$ cat src/rtl/ldpc_dims_pkg.sv
package ldpc_dims_pkg;

  //////////////////////////////
  // decoder dimensions
  //////////////////////////////

  // rows handled per cycle
  localparam int P          = 4;
  // circulant blocks in one layer
  localparam int NB         = 4;
  // circulant weight
  localparam int WT         = 2;
  // slot addresses per layer
  localparam int SLOTS      = 4;
  // both layers live in the same queue
  localparam int LAYERS     = 2;

  //////////////////////////////
  // widths
  //////////////////////////////

  localparam int ADDR_W     = 2;
  // signed extrinsic message
  localparam int MSG_W      = 8;
  // signed intermediate value D
  localparam int D_W        = 6;
  // one extra bit so new - old never wraps
  localparam int DIFF_W     = MSG_W + 1;

  // lane counts of the two bus orders
  localparam int LANES      = P * NB * WT;
  localparam int CIRC_LANES = P * WT;

  // queue covers the last write of every slot of both layers
  localparam int DEPTH      = LAYERS * SLOTS;
  localparam int IDX_W      = $clog2(DEPTH);

  // saturation limits of D, -32 .. +31
  localparam int D_MAX      = (2 ** (D_W - 1)) - 1;
  localparam int D_MIN      = -(2 ** (D_W - 1));

endpackage
$ cat src/rtl/dmem_types_pkg.sv
package dmem_types_pkg;

  import ldpc_dims_pkg::*;

  //////////////////////////////
  // scalar lane types
  //////////////////////////////

  // one extrinsic message, two's complement
  typedef logic signed [MSG_W-1:0] msg_t;

  // one saturated D value
  typedef logic signed [D_W-1:0] d_t;

  //////////////////////////////
  // row-unit order buses
  //////////////////////////////

  // lane = row*NB*WT + block*WT + weight
  typedef struct packed {
    msg_t [LANES-1:0] lane;
  } msg_bus_t;

  // same lane order as msg_bus_t, D instead of message
  typedef struct packed {
    d_t [LANES-1:0] lane;
  } d_bus_t;

  //////////////////////////////
  // circulant order
  //////////////////////////////

  // one queue word, lane = weight*P + row
  typedef struct packed {
    d_t [CIRC_LANES-1:0] lane;
  } circ_word_t;

  // read request, entry = layer*SLOTS + addr
  typedef struct packed {
    logic              en;
    logic              layer;
    logic [ADDR_W-1:0] addr;
  } rd_req_t;

endpackage

$ cat src/rtl/ldpc_dmem_top.sv
`timescale 1ns/1ps

module ldpc_dmem_top (
  input  logic                     clk,
  input  logic                     rst,
  input  logic                     i_valid,
  input  dmem_types_pkg::msg_bus_t i_new_msg,
  input  dmem_types_pkg::msg_bus_t i_old_msg,
  input  dmem_types_pkg::rd_req_t  i_rd,
  output dmem_types_pkg::d_bus_t   o_rd_data
);

  import dmem_types_pkg::*;

  //////////////////////////////
  // write path
  //////////////////////////////

  // registered strobe and D bus from the delta unit
  logic   wr_en;
  d_bus_t wr_data;

  // new - old per lane, saturated, one cycle
  dmem_delta_calc u_delta (
    .clk       (clk),
    .rst       (rst),
    .i_valid   (i_valid),
    .i_new_msg (i_new_msg),
    .i_old_msg (i_old_msg),
    .o_wr_en   (wr_en),
    .o_wr_data (wr_data)
  );

  //////////////////////////////
  // queue memory
  //////////////////////////////

  // reorder, NB queues, output register
  // two cycles from request to o_rd_data
  dmem_srq_regout u_dmem (
    .clk       (clk),
    .rst       (rst),
    .i_wr_en   (wr_en),
    .i_wr_data (wr_data),
    .i_rd      (i_rd),
    .o_rd_data (o_rd_data)
  );

endmodule

$ cat src/rtl/dmem_srq_regout.sv
`timescale 1ns/1ps

module dmem_srq_regout (
  input  logic                    clk,
  input  logic                    rst,
  input  logic                    i_wr_en,
  input  dmem_types_pkg::d_bus_t  i_wr_data,
  input  dmem_types_pkg::rd_req_t i_rd,
  output dmem_types_pkg::d_bus_t  o_rd_data
);

  import ldpc_dims_pkg::*;
  import dmem_types_pkg::*;

  // one write word and one read word per circulant block
  circ_word_t wr_word [NB];
  circ_word_t rd_word [NB];

  // gathered read data before the output register
  d_bus_t rd_bus;

  //////////////////////////////
  // scatter, row-unit to circ
  //////////////////////////////

  // row j, block b, weight k goes to lane k*P+j of queue b
  always_comb begin
    for (int b = 0; b < NB; b++) begin
      for (int j = 0; j < P; j++) begin
        for (int k = 0; k < WT; k++) begin
          wr_word[b].lane[k*P + j] = i_wr_data.lane[j*NB*WT + b*WT + k];
        end
      end
    end
  end

  //////////////////////////////
  // queue per circulant
  //////////////////////////////

  // all queues share strobe and request
  // they only differ in data
  for (genvar b = 0; b < NB; b++) begin : g_circ
    dmem_circ_queue u_queue (
      .clk       (clk),
      .rst       (rst),
      .i_wr_en   (i_wr_en),
      .i_wr_data (wr_word[b]),
      .i_rd      (i_rd),
      .o_rd_data (rd_word[b])
    );
  end

  //////////////////////////////
  // gather, circ to row-unit
  //////////////////////////////

  // exact inverse of the scatter above
  always_comb begin
    for (int b = 0; b < NB; b++) begin
      for (int j = 0; j < P; j++) begin
        for (int k = 0; k < WT; k++) begin
          rd_bus.lane[j*NB*WT + b*WT + k] = rd_word[b].lane[k*P + j];
        end
      end
    end
  end

  //////////////////////////////
  // output register
  //////////////////////////////

  // loaded every cycle, so it tracks the held queue outputs
  // second cycle of the read latency
  always_ff @(posedge clk) begin
    if (!rst) begin
      o_rd_data <= '0;
    end else begin
      o_rd_data <= rd_bus;
    end
  end

endmodule

$ cat src/rtl/dmem_circ_queue.sv
`timescale 1ns/1ps

module dmem_circ_queue (
  input  logic                       clk,
  input  logic                       rst,
  input  logic                       i_wr_en,
  input  dmem_types_pkg::circ_word_t i_wr_data,
  input  dmem_types_pkg::rd_req_t    i_rd,
  output dmem_types_pkg::circ_word_t o_rd_data
);

  import ldpc_dims_pkg::*;
  import dmem_types_pkg::*;

  //////////////////////////////
  // storage
  //////////////////////////////

  // entry 0 holds the newest write
  // entry DEPTH-1 the oldest
  circ_word_t q [DEPTH];

  // entry picked by the read request
  logic [IDX_W-1:0] rd_idx;

  // layer selects the upper or lower half of the queue
  assign rd_idx = (IDX_W'(i_rd.layer) * IDX_W'(SLOTS)) + IDX_W'(i_rd.addr);

  //////////////////////////////
  // shift on write
  //////////////////////////////

  always_ff @(posedge clk) begin
    if (!rst) begin
      for (int i = 0; i < DEPTH; i++) begin
        q[i] <= '0;
      end
    end else if (i_wr_en) begin
      // new word enters at the young end
      q[0] <= i_wr_data;
      // everything else ages by one place
      // last entry falls off the end
      for (int i = 1; i < DEPTH; i++) begin
        q[i] <= q[i-1];
      end
    end
  end

  //////////////////////////////
  // registered read
  //////////////////////////////

  // nonblocking update, so a read in a write cycle
  // picks the entry from before the shift
  always_ff @(posedge clk) begin
    if (!rst) begin
      o_rd_data <= '0;
    end else if (i_rd.en) begin
      o_rd_data <= q[rd_idx];
    end
  end

endmodule

$ cat src/rtl/dmem_delta_calc.sv
`timescale 1ns/1ps

module dmem_delta_calc (
  input  logic                     clk,
  input  logic                     rst,
  input  logic                     i_valid,
  input  dmem_types_pkg::msg_bus_t i_new_msg,
  input  dmem_types_pkg::msg_bus_t i_old_msg,
  output logic                     o_wr_en,
  output dmem_types_pkg::d_bus_t   o_wr_data
);

  import ldpc_dims_pkg::*;
  import dmem_types_pkg::*;

  //////////////////////////////
  // difference per lane
  //////////////////////////////

  // full precision new - old, one bit wider than a message
  logic signed [DIFF_W-1:0] diff [LANES];

  // saturated D for every lane, still in row-unit order
  d_bus_t d_next;

  always_comb begin
    for (int i = 0; i < LANES; i++) begin
      // sign-extend both operands before the subtraction
      diff[i] = DIFF_W'(i_new_msg.lane[i]) - DIFF_W'(i_old_msg.lane[i]);
    end
  end

  //////////////////////////////
  // saturation to D_W bits
  //////////////////////////////

  always_comb begin
    for (int i = 0; i < LANES; i++) begin
      if (diff[i] > DIFF_W'(D_MAX)) begin
        // clamp at the top, +31
        d_next.lane[i] = D_W'(D_MAX);
      end else if (diff[i] < DIFF_W'(D_MIN)) begin
        // clamp at the bottom, -32
        d_next.lane[i] = D_W'(D_MIN);
      end else begin
        // in range, low bits are already the right value
        d_next.lane[i] = diff[i][D_W-1:0];
      end
    end
  end

  //////////////////////////////
  // output register
  //////////////////////////////

  // strobe follows i_valid by one cycle
  always_ff @(posedge clk) begin
    if (!rst) begin
      o_wr_en <= 1'b0;
    end else begin
      o_wr_en <= i_valid;
    end
  end

  // wide bus only moves on a valid cycle
  // idle cycles leave it quiet
  always_ff @(posedge clk) begin
    if (i_valid) begin
      o_wr_data <= d_next;
    end
  end

endmodule

$ cat config.mk
export PLATFORM = sky130hd
export DESIGN_NAME = ldpc_dmem_top
export DESIGN_NICKNAME = d
export VERILOG_FILES = /design/src/rtl/ldpc_dims_pkg.sv /design/src/rtl/dmem_types_pkg.sv /design/src/rtl/ldpc_dmem_top.sv /design/src/rtl/dmem_srq_regout.sv /design/src/rtl/dmem_circ_queue.sv /design/src/rtl/dmem_delta_calc.sv
export SDC_FILE = /design/constraint.sdc
export NUM_CORES = 2
export LEC_CHECK = 0
export ABC_AREA = 1
export BUFFER_PORTS_ARGS = -buffer_cell sky130_fd_sc_hd__buf_2
export CORE_MARGIN = 3
export CORE_UTILIZATION = 60
export CTS_CLUSTER_SIZE = 24
export DETAILED_ROUTE_END_ITERATION = 10
export PLACE_DENSITY = 0.85
export RECOVER_POWER = 25
export SKIP_CTS_REPAIR_TIMING = 1
export SYNTH_ARGS = -nofsm -noshare
export SYNTH_HDL_FRONTEND = slang
export SYNTH_SLANG_ARGS = --single-unit
$ cat constraint.sdc
create_clock -name clk -period 41.8 [get_ports clk]
set_input_delay 2.09 -clock clk [delete_from_list [all_inputs] [get_ports clk]]
set_output_delay 2.09 -clock clk [all_outputs]
set_load 0.005 [all_outputs]
-- After elaboration in Yosys (flattened, before gate mapping)
Memory sizes are Yosys's and may differ from the RTL's. A register that Yosys moved wholly into a read port is not among the register bits.
Index checks and enable logic that the tools add are counted.
W data, S select, Z words.
- reduce and logical (&&, ||, !) cells: 4
- add/sub/neg operators: 33
- magnitude comparators: 64
- multiplexer cells: 68
- bitwise logic cells: 32
- operators with widths (operator ; count):
    $mux W48 ; 32
    $gt A9 B6 Y1 const B ; 32
    $lt A9 B6 Y1 const B ; 32
    $sub A8 B8 Y9 ; 32
    $mux W6 ; 32
    $or A1 B1 Y1 ; 32
    $logic_not A1 Y1 ; 4
    $mux W1 ; 4
    $add A3 B2 Y3 ; 1
- register bits: 385
- bits in writable memories: 1536
- memories: 4
- memories (memory ; words ; bits a word ; read ports ; clocked after Yosys merged registers in ; wr ports ; line ; source):
    u_dmem.g_circ[0].u_queue.q ; 8 ; 48 ; 8 ; 1 ; 8 ; dmem_circ_queue.sv:21 ; circ_word_t q [DEPTH];
    u_dmem.g_circ[1].u_queue.q ; 8 ; 48 ; 8 ; 1 ; 8 ; dmem_circ_queue.sv:21 ;
    u_dmem.g_circ[2].u_queue.q ; 8 ; 48 ; 8 ; 1 ; 8 ; dmem_circ_queue.sv:21 ;
    u_dmem.g_circ[3].u_queue.q ; 8 ; 48 ; 8 ; 1 ; 8 ; dmem_circ_queue.sv:21 ;

-- Logic depth before layout (Yosys ltp)
- word-level depth: 4
- mapped depth: 14
- depth with buffers taken out: 14

-- By module
From an unflattened synthesis, not the netlist that was laid out.
- cell total of the unflattened synthesis: 13090
- area total of the unflattened synthesis: 107568.2 sq um
- by module, submodules not included (module ; times used ; sequential area each (sq um) ; area each (sq um) ; cells an instance):
    dmem_circ_queue (u_dmem.g_circ[0].u_queue ...) ; 3 ; 12492.0 ; 20080.5 ; 2296
    dmem_delta_calc ; 1 ; 5785.5 ; 21723.3 ; 3309
    dmem_circ_queue (u_dmem.g_circ[2].u_queue) ; 1 ; 12492.0 ; 20088.0 ; 2296
    dmem_srq_regout ; 1 ; 3843.7 ; 5515.3 ; 597

-- Worst setup path after synthesis
No wires, ideal clock.
- path type: input to register
- start point: input port rst
- end point: memory u_dmem.g_circ[0].u_queue.q[0][0] (netlist name) (enable)
- arrival: 27724 ps
- cell stages on the path: 5
- slack: 3520 ps
- library setup time: 10556 ps
- required time: 31244 ps
- path buffers: 4
- cells stage by stage: clkbuf_1 buf_2 clkbuf_1 buf_2 nand2_1
- RTL lines (element ; line ; source):
    start, declared ; ldpc_dmem_top.sv:5 ; input logic rst,
    end, declared ; dmem_circ_queue.sv:21 ;

-- Final worst setup path
- start point: input port rst
- end point: register u_dmem.g_circ[1].u_queue.o_rd_data[23] (netlist name)
- longest elaborated chain between the ends: 1
- ends and longest elaborated chain (element):
    $logic_not A1 Y1 (no source line)
Every way passes these cells.
A chain may end at the register's enable or synchronous reset.

==> results_dict.tcl <==
set metrics [dict create \
    core_area_sq_um 170000 \
    ys_seq_elements 2113 \
    nNetsFinal 12729 \
    r2r_slack_ps 35360 \
    synth_warnings 0 \
    period_share_pct 32.3 \
    antenna_found_initial 10 \
    root_buffer "clkbuf_16" \
    power_frac_seq_pct 50.7 \
    gp_congestion 0.941 \
    slew_headroom_pct -565 \
    num_rows 151 \
    drv_cap 10 \
    fill_cells 12687 \
    r2r-end "u_dmem.g_circ[1].u_queue.q[1][23]" \
    drive_gt1_share_pct 10.3 \
    met1_usage_pct 34.8 \
    cts_max_level 4 \
    power.switching_mw 1.28 \
    worst_path_max_delay_cell "clkbuf_1" \
    clk_pin_slew_worst_paths_ps 60 \
    cts_tree "built" \
    viasPerCell 5.45 \
    cp.arrival_ps 14240 \
    cts.sinks 2113 \
    whs_ps 417 \
    internal_power_mw 3.68 \
    cts_buffer_depth 3 \
    fp.dieH_microns 421 \
    rsz0062_at_grt "no" \
    fin_setup_tns_ps 0 \
    grtUsageMet2_pct 46.4 \
    syn-num-nets 12312 \
    area_growth_pct 10.7 \
    vias 78540 \
    postSynthCellCount 11505 \
    powerDensity_nw_per_um2 43.4 \
    routed_wl_mm 251 \
    cp_max_fo 231 \
    met3_usage_pct 3.40 \
    setup_ws_ps 28280 \
    critPathRequiredTime_ps 42520 \
    period_minus_slack_ps 13520 \
    holdPathStages 2 \
    failed_checks "capacitance limit, slew limit" \
    async_reset_ff_share_pct 0 \
    insertion_delay_ps 830 \
    critPathKind "input port to flop" \
    die_width_microns 421 \
    holdCritPathClass "flop to flop" \
    setup-violations-final 0 \
    cp_cell_sequence "clkbuf_1 > clkbuf_1 > nand2_1 > o21ai_0" \
    start_util_pct 60.7 \
    busiest_layer "met2" \
    fmax_mhz 74.0 \
    fp.dieArea_sq_um 177000 \
    fin_area_sq_um 114000 \
    synth-edff-count 1728 \
    crit_top_cell "clkbuf_1" \
    grt_first_pass_wirelength_mm 397 \
    drt_iter0_markers 8671 \
    dpl.hpwl_mm 155 \
    final_cell_mix "inv_1, nand2_1, edfxtp_1, nor2_1, o21ai_0" \
    synth-main-ff-cell "edfxtp_1" \
    hold_viol_final 0 \
    r2r-start "u_delta.o_wr_en" \
    layout_commonest_cell "inv_1" \
    ys_seq_area_share_pct 57.6 \
    postLayoutCoreUtil_pct 67.1 \
    cts_buffers 200 \
    critical-path-max-stage-delay_ps 7160 \
    report.final.slew_viol_count 1112 \
    combPwrFrac_pct 12.4 \
    grt_pass1_vias 76979 \
    skew_ps 39.6 \
    p_clk_share_pct 36.8 \
    grt-ovfl-total 0 \
    cp-end-kind "flop" \
    synth.distinct_cells 28 \
    place_ws_ps 34540 \
    hold_end "u_dmem.o_rd_data[39]" \
    io_buffers 710 \
    rr_worst_depth 6 \
    p_total_mw 4.96 \
    worst_pin_slew_ps 9980 \
    leakage_nw 54.7 \
    place_area_sq_um 108000 \
    syn_avg_cell_area_sq_um 8.99 \
    p_sw_share_pct 25.8 \
    drc 0 \
    grt_max_degree 395 \
    final_antenna_net_count 0 \
    dpl.cell_count 14015 \
    worstHoldStart "u_dmem.g_circ[3].u_queue.o_rd_data[3]" \
    first_pass_iters 8 \
    finalNonFillerCells 14404 \
    start_kind "input port" \
    io_pins 711 \
    status "finished with violations" \
    syn_area_sq_um 103000 \
    ir_drop_uv 33.8 \
    track_usage_pct 27.4 \
    wl_per_cell_microns 17.4 \
]
-- sequential cells by signal, summed over array words and instances, names as in the netlist --
signal and count:
u_delta.o_wr_en 1, u_dmem.o_rd_data 192, u_dmem.g_circ.u_queue.o_rd_data 192, u_delta.o_wr_data 192
u_dmem.g_circ.u_queue.q 1536
-- Yosys cell counts, types with 137 or more instances --
cell,count,area [sq um]
a21oi_1,672,3360
o21ai_1,180,901
edfxtp_1,1728,51900
dfxtp_1,385,7710
buf_2,137,686
ha_1,256,3200
nand2_1,1955,7340
nor2_1,1396,5240
clkbuf_1,303,1140
nand4_1,240,1500
nand3_1,400,2000
inv_1,2500,9380
o21ai_0,780,3900
-- critical path: cells and delay by family --
kind / cells / cell delay [ps]
compound gates: 1 / 550
buf+inv: 2 / 9780
simple gates: 1 / 1450
-- final cells by class --
| cell class | count | area (sq um) | area share (%) |
|---|---|---|---|
| clock inverters | 86 | 1020 | 0.890 |
| multi-input cells | 6339 | 31700 | 27.7 |
| clock buffers | 295 | 5710 | 4.99 |
| repair buffers | 767 | 4060 | 3.55 |
| well taps | 2295 | 2870 | 2.51 |
| inverters | 2501 | 9420 | 8.24 |
| diodes | 8 | 20.0 | 0.0175 |
| flip-flops and latches | 2113 | 59600 | 52.1 |
-- power groups by stage --
stage | sequential [mW] | clock [mW] | combinational, mW
final | 2.52 | 1.83 | 0.618
after global routing | 2.53 | 1.93 | 0.695
after CTS | 2.52 | 1.85 | 0.611
after detailed placement | 2.56 | 0 | 0.603
after global placement | 2.55 | 0 | 0.582
after floorplan | 2.69 | 0 | 0.424
-- cell families (layout without fill, tap and decap cells) --
kind of cell             Yosys count  count (layout)  synth area share (%)
AO/OA/AOI/OAI                   1840            1840                  9.89
adder cells (fa/ha/maj)          288             288                  3.72
AND/OR/NAND/NOR                 4115            4115                  16.3
XOR/XNOR                          96              96                 0.813
flip-flops                      2113            2113                  57.6
other                              0               8                     0
buffers and inverters           3053            3649                  11.7
-- worst max path at each step --
stage	start	end	slack, ps	depth (start not counted)
final	rst	u_dmem.g_circ[1].u_queue.o_rd_data[23]	28280	4
after CTS	rst	u_dmem.g_circ[1].u_queue.q[1][23]	35480	6
after floorplan	rst	u_dmem.g_circ[0].u_queue.q[0][0]	3520	5
after global placement	rst	u_dmem.g_circ[1].u_queue.q[3][22]	34720	6
after detailed placement	rst	u_dmem.g_circ[1].u_queue.q[0][18]	34540	6
after global routing	rst	u_dmem.g_circ[1].u_queue.o_rd_data[23]	27280	4
-- metal layers --
| layer | part of all wire, % | vias up | routed length, microns |
|---|---|---|---|
| li1 | - | 37619 | - |
| met1 | 39 | 37109 | 97800 |
| met2 | 49 | 3242 | 123000 |
| met3 | 6.7 | 570 | 16800 |
| met4 | 5.4 | 0 | 13500 |
| met5 | 0 | - | 0 |
Note: power is estimated with default switching activity, not from simulation.
